$ cat config.mk
export PLATFORM = sky130hd
export DESIGN_NAME = red_offload_tile
export DESIGN_NICKNAME = d
export VERILOG_FILES = /design/src/red_pkg.sv /design/src/red_arbiter.sv /design/src/red_chan_port.sv /design/src/red_exec_unit.sv /design/src/red_offload_tile.sv
export SDC_FILE = /design/constraint.sdc
export NUM_CORES = 2
export LEC_CHECK = 0
export BUFFER_PORTS_ARGS = -buffer_cell sky130_fd_sc_hd__clkbuf_2
export CAP_MARGIN = 0
export CORE_UTILIZATION = 50
export DETAILED_ROUTE_END_ITERATION = 7
export PLACE_DENSITY = 0.68
export SETUP_SLACK_MARGIN = 0.1
export SYNTH_ARGS = -nofsm -noshare
export SYNTH_HDL_FRONTEND = slang
export SYNTH_SLANG_ARGS = --single-unit
$ cat constraint.sdc
create_clock -name clk_i -period 12.65 [get_ports clk_i]
set_input_delay 0.6325 -clock clk_i [delete_from_list [all_inputs] [get_ports clk_i]]
set_output_delay 0.6325 -clock clk_i [all_outputs]
set_load 0.02 [all_outputs]
$ cat src/red_pkg.sv
//////////////////////////////
// Reduction offload package
// Operand word, operation encodings and the
// request structs shared by the offload blocks
//////////////////////////////
package red_pkg;

  localparam int unsigned DATA_W = 32;

  // Signed operand and result word
  typedef logic signed [DATA_W-1:0] data_t;

  // Reduction operation as issued by a channel
  typedef enum logic [1:0] {
    RED_ADD = 2'd0,
    RED_MUL = 2'd1,
    RED_MAX = 2'd2,
    RED_MIN = 2'd3
  } red_op_e;

  // Opcode of the shared execution unit
  typedef enum logic [1:0] {
    EXEC_ADD    = 2'd0,
    EXEC_MUL    = 2'd1,
    EXEC_MINMAX = 2'd2
  } exec_op_e;

  // Channel request, operation plus two operands
  typedef struct packed {
    red_op_e op;
    data_t   op_a;
    data_t   op_b;
  } red_req_t;

  // Three operand form for the execution unit
  // min_mode high selects min, low selects max
  typedef struct packed {
    exec_op_e    op;
    logic        min_mode;
    data_t [2:0] operands;
  } exec_req_t;

endpackage

$ cat src/red_arbiter.sv
//////////////////////////////
// Reduction arbiter
// Round-robin grant of the execution unit and
// tag based return of results to the channels
//////////////////////////////
module red_arbiter
  import red_pkg::*;
#(
  parameter  int unsigned NUM_CHAN = 2,
  localparam int unsigned IDX_W    = (NUM_CHAN > 1) ? $clog2(NUM_CHAN) : 1
) (
  input  logic                       clk_i,
  input  logic                       rst_n_i,
  input  exec_req_t [NUM_CHAN-1:0]   chan_req_i,
  input  logic      [NUM_CHAN-1:0]   chan_valid_i,
  output logic      [NUM_CHAN-1:0]   chan_ready_o,
  output exec_req_t                  exec_req_o,
  output logic      [IDX_W-1:0]      exec_tag_o,
  output logic                       exec_valid_o,
  input  logic                       exec_ready_i,
  input  data_t                      res_data_i,
  input  logic      [IDX_W-1:0]      res_tag_i,
  input  logic                       res_valid_i,
  output logic                       res_ready_o,
  output data_t     [NUM_CHAN-1:0]   chan_res_o,
  output logic      [NUM_CHAN-1:0]   chan_res_valid_o,
  input  logic      [NUM_CHAN-1:0]   chan_res_ready_i
);

  typedef logic [IDX_W-1:0] idx_t;

  idx_t                ptr_q;
  idx_t                rr_idx;
  idx_t                sel_idx;
  idx_t                lock_idx_q;
  logic                lock_q;
  logic                exec_fire;
  logic [NUM_CHAN-1:0] grant;

  //////////////////////////////
  // Request arbitration
  //////////////////////////////

  // First valid channel at or after the pointer
  always_comb begin
    int unsigned idx;
    logic        found;
    rr_idx = ptr_q;
    found  = 1'b0;
    for (int unsigned k = 0; k < NUM_CHAN; k++) begin
      idx = (ptr_q + k) % NUM_CHAN;
      if (!found && chan_valid_i[idx]) begin
        rr_idx = idx_t'(idx);
        found  = 1'b1;
      end
    end
  end

  // A stalled grant is held so the offered request stays put
  assign sel_idx      = lock_q ? lock_idx_q : rr_idx;
  assign exec_valid_o = chan_valid_i[sel_idx];
  assign exec_req_o   = chan_req_i[sel_idx];
  assign exec_tag_o   = sel_idx;
  assign exec_fire    = exec_valid_o & exec_ready_i;

  always_comb begin
    for (int unsigned i = 0; i < NUM_CHAN; i++) begin
      grant[i] = exec_valid_o && (sel_idx == idx_t'(i));
    end
  end

  assign chan_ready_o = grant & {NUM_CHAN{exec_ready_i}};

  always_ff @(posedge clk_i or negedge rst_n_i) begin
    if (!rst_n_i) begin
      ptr_q      <= '0;
      lock_q     <= 1'b0;
      lock_idx_q <= '0;
    end else begin
      lock_q     <= exec_valid_o & ~exec_ready_i;
      lock_idx_q <= sel_idx;
      if (exec_fire) begin
        ptr_q <= (sel_idx == idx_t'(NUM_CHAN - 1)) ? '0 : sel_idx + 1'b1;
      end
    end
  end

  //////////////////////////////
  // Result steering
  //////////////////////////////

  always_comb begin
    for (int unsigned i = 0; i < NUM_CHAN; i++) begin
      chan_res_o[i]       = res_data_i;
      chan_res_valid_o[i] = res_valid_i && (res_tag_i == idx_t'(i));
    end
  end

  assign res_ready_o = chan_res_ready_i[res_tag_i];

  assert property (@(posedge clk_i) disable iff (!rst_n_i)
    (|chan_valid_i) |-> $onehot(grant) && ((grant & chan_valid_i) == grant));

  // Tags come back from the unit, so a bad one means a lost result
  assert property (@(posedge clk_i) disable iff (!rst_n_i)
    res_valid_i |-> (int'(res_tag_i) < NUM_CHAN));

endmodule

$ cat src/red_chan_port.sv
//////////////////////////////
// Reduction channel port
// One-entry request buffer that rewrites a channel
// request into the three-operand execution form
//////////////////////////////
module red_chan_port
  import red_pkg::*;
(
  input  logic      clk_i,
  input  logic      rst_n_i,
  input  red_req_t  req_i,
  input  logic      req_valid_i,
  output logic      req_ready_o,
  output exec_req_t exec_req_o,
  output logic      exec_valid_o,
  input  logic      exec_ready_i
);

  logic     run_q;
  logic     full_q;
  red_req_t buf_q;
  logic     accept;
  logic     leave;

  // Ready stays low until the first edge out of reset
  assign leave       = full_q & exec_ready_i;
  assign req_ready_o = run_q & (~full_q | exec_ready_i);
  assign accept      = req_valid_i & req_ready_o;

  always_ff @(posedge clk_i or negedge rst_n_i) begin
    if (!rst_n_i) begin
      run_q  <= 1'b0;
      full_q <= 1'b0;
    end else begin
      run_q <= 1'b1;
      if (accept) begin
        full_q <= 1'b1;
      end else if (leave) begin
        full_q <= 1'b0;
      end
    end
  end

  always_ff @(posedge clk_i) begin
    if (accept) begin
      buf_q <= req_i;
    end
  end

  // Operand slot layout per operation
  always_comb begin
    exec_req_o = '0;
    case (buf_q.op)
      RED_ADD: begin
        exec_req_o.op          = EXEC_ADD;
        exec_req_o.operands[1] = buf_q.op_a;
        exec_req_o.operands[2] = buf_q.op_b;
      end
      RED_MUL: begin
        exec_req_o.op          = EXEC_MUL;
        exec_req_o.operands[0] = buf_q.op_a;
        exec_req_o.operands[1] = buf_q.op_b;
      end
      default: begin
        exec_req_o.op          = EXEC_MINMAX;
        exec_req_o.min_mode    = (buf_q.op == RED_MIN);
        exec_req_o.operands[0] = buf_q.op_a;
        exec_req_o.operands[1] = buf_q.op_b;
      end
    endcase
  end

  assign exec_valid_o = full_q;

  // Offered request must not change while the arbiter stalls it
  assert property (@(posedge clk_i) disable iff (!rst_n_i)
    exec_valid_o && !exec_ready_i |=> exec_valid_o && $stable(exec_req_o));

endmodule

$ cat src/red_exec_unit.sv
//////////////////////////////
// Reduction execution unit
// Pipelined signed integer add, multiply and min/max
// with a tag carried alongside each request
//////////////////////////////
module red_exec_unit
  import red_pkg::*;
#(
  parameter int unsigned TAG_W = 1
) (
  input  logic             clk_i,
  input  logic             rst_n_i,
  input  exec_req_t        req_i,
  input  logic [TAG_W-1:0] tag_i,
  input  logic             valid_i,
  output logic             ready_o,
  output data_t            res_o,
  output logic [TAG_W-1:0] tag_o,
  output logic             valid_o,
  input  logic             ready_i
);

  typedef logic [TAG_W-1:0] tag_t;

  logic      advance;
  logic      a_lt_b;
  data_t     exec_res;
  logic      s1_valid_q;
  exec_req_t s1_req_q;
  tag_t      s1_tag_q;
  logic      s2_valid_q;
  data_t     s2_res_q;
  tag_t      s2_tag_q;
  logic      out_valid_q;
  data_t     out_res_q;
  tag_t      out_tag_q;

  // Whole pipeline stalls on an unaccepted result
  assign advance = ~(out_valid_q & ~ready_i);
  assign ready_o = advance;

  //////////////////////////////
  // Execute
  //////////////////////////////

  assign a_lt_b = $signed(s1_req_q.operands[0]) < $signed(s1_req_q.operands[1]);

  always_comb begin
    exec_res = '0;
    case (s1_req_q.op)
      EXEC_ADD: exec_res = s1_req_q.operands[1] + s1_req_q.operands[2];
      // Low half of the product only
      EXEC_MUL: exec_res = s1_req_q.operands[0] * s1_req_q.operands[1];
      EXEC_MINMAX: begin
        if (s1_req_q.min_mode) begin
          exec_res = a_lt_b ? s1_req_q.operands[0] : s1_req_q.operands[1];
        end else begin
          exec_res = a_lt_b ? s1_req_q.operands[1] : s1_req_q.operands[0];
        end
      end
      default: exec_res = '0;
    endcase
  end

  always_ff @(posedge clk_i or negedge rst_n_i) begin
    if (!rst_n_i) begin
      s1_valid_q  <= 1'b0;
      s2_valid_q  <= 1'b0;
      out_valid_q <= 1'b0;
    end else if (advance) begin
      s1_valid_q  <= valid_i;
      s2_valid_q  <= s1_valid_q;
      out_valid_q <= s2_valid_q;
    end
  end

  always_ff @(posedge clk_i) begin
    if (advance) begin
      s1_req_q  <= req_i;
      s1_tag_q  <= tag_i;
      s2_res_q  <= exec_res;
      s2_tag_q  <= s1_tag_q;
      out_res_q <= s2_res_q;
      out_tag_q <= s2_tag_q;
    end
  end

  assign res_o   = out_res_q;
  assign tag_o   = out_tag_q;
  assign valid_o = out_valid_q;

  assert property (@(posedge clk_i) disable iff (!rst_n_i)
    valid_o && !ready_i |=> valid_o && $stable(res_o) && $stable(tag_o));

endmodule

$ cat src/red_offload_tile.sv
//////////////////////////////
// Reduction offload tile
// Channel ports sharing one execution unit
// through a round-robin arbiter
//////////////////////////////
module red_offload_tile
  import red_pkg::*;
#(
  parameter  int unsigned NUM_CHAN = 2,
  localparam int unsigned IDX_W    = (NUM_CHAN > 1) ? $clog2(NUM_CHAN) : 1
) (
  input  logic                     clk_i,
  input  logic                     rst_n_i,
  input  red_req_t [NUM_CHAN-1:0]  req_i,
  input  logic     [NUM_CHAN-1:0]  req_valid_i,
  output logic     [NUM_CHAN-1:0]  req_ready_o,
  output data_t    [NUM_CHAN-1:0]  res_o,
  output logic     [NUM_CHAN-1:0]  res_valid_o,
  input  logic     [NUM_CHAN-1:0]  res_ready_i
);

  exec_req_t [NUM_CHAN-1:0] chan_req;
  logic      [NUM_CHAN-1:0] chan_valid;
  logic      [NUM_CHAN-1:0] chan_ready;
  exec_req_t                exec_req;
  logic      [IDX_W-1:0]    exec_tag;
  logic                     exec_valid;
  logic                     exec_ready;
  data_t                    res_data;
  logic      [IDX_W-1:0]    res_tag;
  logic                     res_valid;
  logic                     res_ready;

  for (genvar i = 0; i < NUM_CHAN; i++) begin : gen_chan
    red_chan_port i_chan_port (
      .clk_i        (clk_i),
      .rst_n_i      (rst_n_i),
      .req_i        (req_i[i]),
      .req_valid_i  (req_valid_i[i]),
      .req_ready_o  (req_ready_o[i]),
      .exec_req_o   (chan_req[i]),
      .exec_valid_o (chan_valid[i]),
      .exec_ready_i (chan_ready[i])
    );
  end

  red_arbiter #(
    .NUM_CHAN (NUM_CHAN)
  ) i_arbiter (
    .clk_i            (clk_i),
    .rst_n_i          (rst_n_i),
    .chan_req_i       (chan_req),
    .chan_valid_i     (chan_valid),
    .chan_ready_o     (chan_ready),
    .exec_req_o       (exec_req),
    .exec_tag_o       (exec_tag),
    .exec_valid_o     (exec_valid),
    .exec_ready_i     (exec_ready),
    .res_data_i       (res_data),
    .res_tag_i        (res_tag),
    .res_valid_i      (res_valid),
    .res_ready_o      (res_ready),
    .chan_res_o       (res_o),
    .chan_res_valid_o (res_valid_o),
    .chan_res_ready_i (res_ready_i)
  );

  red_exec_unit #(
    .TAG_W (IDX_W)
  ) i_exec_unit (
    .clk_i   (clk_i),
    .rst_n_i (rst_n_i),
    .req_i   (exec_req),
    .tag_i   (exec_tag),
    .valid_i (exec_valid),
    .ready_o (exec_ready),
    .res_o   (res_data),
    .tag_o   (res_tag),
    .valid_o (res_valid),
    .ready_i (res_ready)
  );

endmodule

==> results.tsv <==
metric	value	unit
status	complete, no violations	
Post-synth EDFFs	298	
Synth Flop Type	edfxtp_1	
DR vias	21760	
post-route design area	0.03354	mm²
Crit Path Max Fanout	27	
Hold Vio Cnt, Final	0	
mux share of post-synthesis cell area	0.3898	%
total wire length	84.54	mm
largest family of logic cells by synthesized area	adder cells	
# DRC	0	
Fillers	5214	
IO Pins	206	
Min-Delay Path Class	primary input to flip-flop	
Max H-tree Level	1	
Avg Inst Size Synth	10.54	µm²
# diodes	0	
HPWL Detailed	63.54	mm
Ys Warns	0	
WP data required	13.00	ns
I/O Buffers	205	
setup TNS	0	ns
simple-gate share of the synthesized area	13.67	%
Initial Util	50.87	%
DRT antenna net count	0	
critical path arrival	8.30	ns
Synth Instances	2924	
Post-Syn Nets	3698	
Max-Cap Viols	0	
register area share after synthesis	29.77	%
Core ar.	0.06058	mm²
first drt pass iteration count	5	
Worst-path clk slew	0.07	ns
DP Area	0.03243	mm²
Sink Count	307	
final setup skew	0.02544	ns
CTS Buffer Depth	3	
gr ovfl total	0	
share of cells above drive strength 1	10.44	%
largest net degree at the start of global routing	91	
Yosys reg bits	307	
DR vias/cell	5.670	
Detailed Route Iter0 Violations	1615	
Yosys top cell by area	edfxtp_1	
setup bufs post-CTS	0	
Die W	250.3	µm
actual slew at the worst max-slew pin	1.241	ns
FP Rows	90	
area of the mapped netlist	0.03082	mm²
Post-Synth XOR/XNOR Area	3.098	%
Slew HR	17.24	%
Final min period	7.944	ns
synthesis-to-layout area growth	8.847	%
GRT Resource Usage Total	27.87	%
worst skew pair latency	0.60	ns
wire per inst	22.03	µm
Max Freq	125.9	MHz
CP Launch Type	flip-flop	
worst setup path category	flip-flop to flip-flop	
Hold WS	0.2097	ns
initial antenna violation count	1	
number of distinct library cells after synthesis	65	
CTS root buf	clkbuf_16	
crit end category	flip-flop	
vias in the first global route	23360	
RSZ-0062 raised after global routing	false	
Total Die Area	0.06263	mm²
first-pass GRT wire length	133.7	mm
asr flop ratio synth	2.932	%
final RePlAce weighted congestion	0.9966	
Final #Nets	3807	
Finish-stage setup viols	0	
complex-gate fraction of the synthesized area	8.993	%
Synth top area share	29.04	%
CTS tree	built	
Final Cycle Share	62.80	%
Die H	250.3	µm
Num CTS Buffers	31	
synth top area cells	edfxtp_1 29%, fa_1 27%, ha_1 9.2%	
Post-Synth Adder-Cell Area	35.82	%
number of max-slew violations in the final report	0	
per-layer routing:
layer / GRT usage [%] / share of wire, % / vias to the layer above
met5: 0 / 0 / -
met4: 11.94 / 4.7 / 0
met3: 2.920 / 6.7 / 191
met2: 47.44 / 49 / 841
met1: 36.25 / 39 / 11060
li1: - / - / 9667
layout make-up:
class / instances / area, µm² / area share [%]
multi-input combinational: 1977 / 19160 / 57.13
clock buffer: 35 / 790.8 / 2.357
timing repair buffer: 252 / 1381 / 4.118
tap: 782 / 978.4 / 2.917
sequential: 307 / 9174 / 27.35
inverter: 464 / 1742 / 5.192
clock inverter: 21 / 315.3 / 0.9399
synth_stat cells (all sizes together) (4+ instances only):
cell type    n
nand4        7
xor2        29
a211o        7
nand2      280
o31ai        5
xnor2       80
o21a        11
nand2b       8
o21ai       57
o21bai       4
nor2b       44
nand3       15
a31oi       40
or2          4
o22ai        8
a21oi       83
a211oi      42
nor3        15
dfrtp        9
mux2i       12
a22oi       11
buf         40
a2111oi      4
and4         4
inv        464
a221o        6
nor2        71
clkbuf     136
ha         227
and3         7
fa         409
edfxtp     298
and2       353
a22o        65
a21o        27
critical path: stages (launching register included):
cell,delay [ns]
edfxtp_1,1.04
and2_1,0.26
fa_1,0.44
fa_1,0.51
fa_1,0.52
inv_1,0.05
fa_1,0.47
inv_1,0.05
fa_1,0.50
inv_1,0.06
fa_1,0.53
inv_1,0.05
fa_1,0.51
fa_1,0.42
ha_1,0.39
nand3_1,0.15
or4_1,0.55
o311ai_2,0.30
o41a_2,0.23
nand4_1,0.10
a21oi_1,0.19
xnor2_1,0.09
a211o_1,0.29
worst paths after layout:
kind                       cells after the start                      from                              endpoint  slack [ns]
min in group asynchronous                      2                   rst_n_i  gen_chan[1].i_chan_port.exec_valid_o        0.45
hold / removal                                 1                 req_i[56]     gen_chan[0].i_chan_port.buf_q[56]        0.21
setup reg to reg                              22  i_exec_unit.s1_req_q[39]              i_exec_unit.s2_res_q[31]        4.71
hold reg to reg                                0   i_exec_unit.s2_res_q[5]                  i_exec_unit.res_o[5]        0.42
max in group asynchronous                      2                   rst_n_i                      i_arbiter.lock_q       12.01
setup / recovery                              22  i_exec_unit.s1_req_q[39]              i_exec_unit.s2_res_q[31]        4.71
through the flow:
| step | utilization (%) | instances | worst slack [ns] |
|---|---|---|---|
| after global routing | 55.37 | 3838 | 4.245 |
| after CTS | 55.37 | 3838 | 4.714 |
| after floorplan | - | 2924 | 5.379 |
| final | 55.37 | 3838 | 4.706 |
| after global placement | 53.53 | 3781 | 4.767 |
| after detailed placement | 53.53 | 3781 | 4.731 |
sequential cells by signal, indices dropped and copies added (netlist names):
register                           flops
gen_chan.i_chan_port.buf_q           132
gen_chan.i_chan_port.exec_valid_o      2
gen_chan.i_chan_port.run_q             1
i_arbiter.lock_idx_q                   1
i_arbiter.lock_q                       1
i_arbiter.ptr_q                        1
i_exec_unit.res_o                     32
i_exec_unit.s1_req_q                  99
i_exec_unit.s1_tag_q                   1
i_exec_unit.s1_valid_q                 1
i_exec_unit.s2_res_q                  32
i_exec_unit.s2_tag_q                   1
i_exec_unit.s2_valid_q                 1
i_exec_unit.tag_o                      1
i_exec_unit.valid_o                    1
layout by cell type (no fill, tap or decap), types with 7 or more instances in the layout:
cell type,instances
nor3_1,14
xnor2_1,80
a21o_1,27
and3_1,7
nand3_1,15
a21oi_1,83
and2_1,352
a211oi_1,42
a22oi_1,11
dfrtp_1,9
xor2_1,28
a211o_1,7
inv_1,463
nand2_1,279
nor2b_1,44
clkbuf_2,205
bufinv_16,7
ha_1,227
clkbuf_16,31
o21a_1,11
o22ai_1,8
o21ai_0,55
mux2i_1,11
a31oi_1,40
nand2b_1,8
nand4_1,7
nor2_1,66
buf_4,46
edfxtp_1,298
fa_1,409
a22o_1,65
kinds of logic after synthesis:
family | Yosys count
mux | 12
buf+inv | 640
simple gates | 817
compound gates | 401
fa+ha+maj | 637
flops | 307
xor+xnor | 109
other cells | 1
timing repair:
| action | CTS | global route |
|---|---|---|
| resized for setup | 0 | 0 |
| hold buffers | 1 | 0 |
| hold endpoints to repair | 9 | 0 |
Power is not shown: default switching activity piles up to over one toggle a cycle in this logic, so the estimate is an artifact.
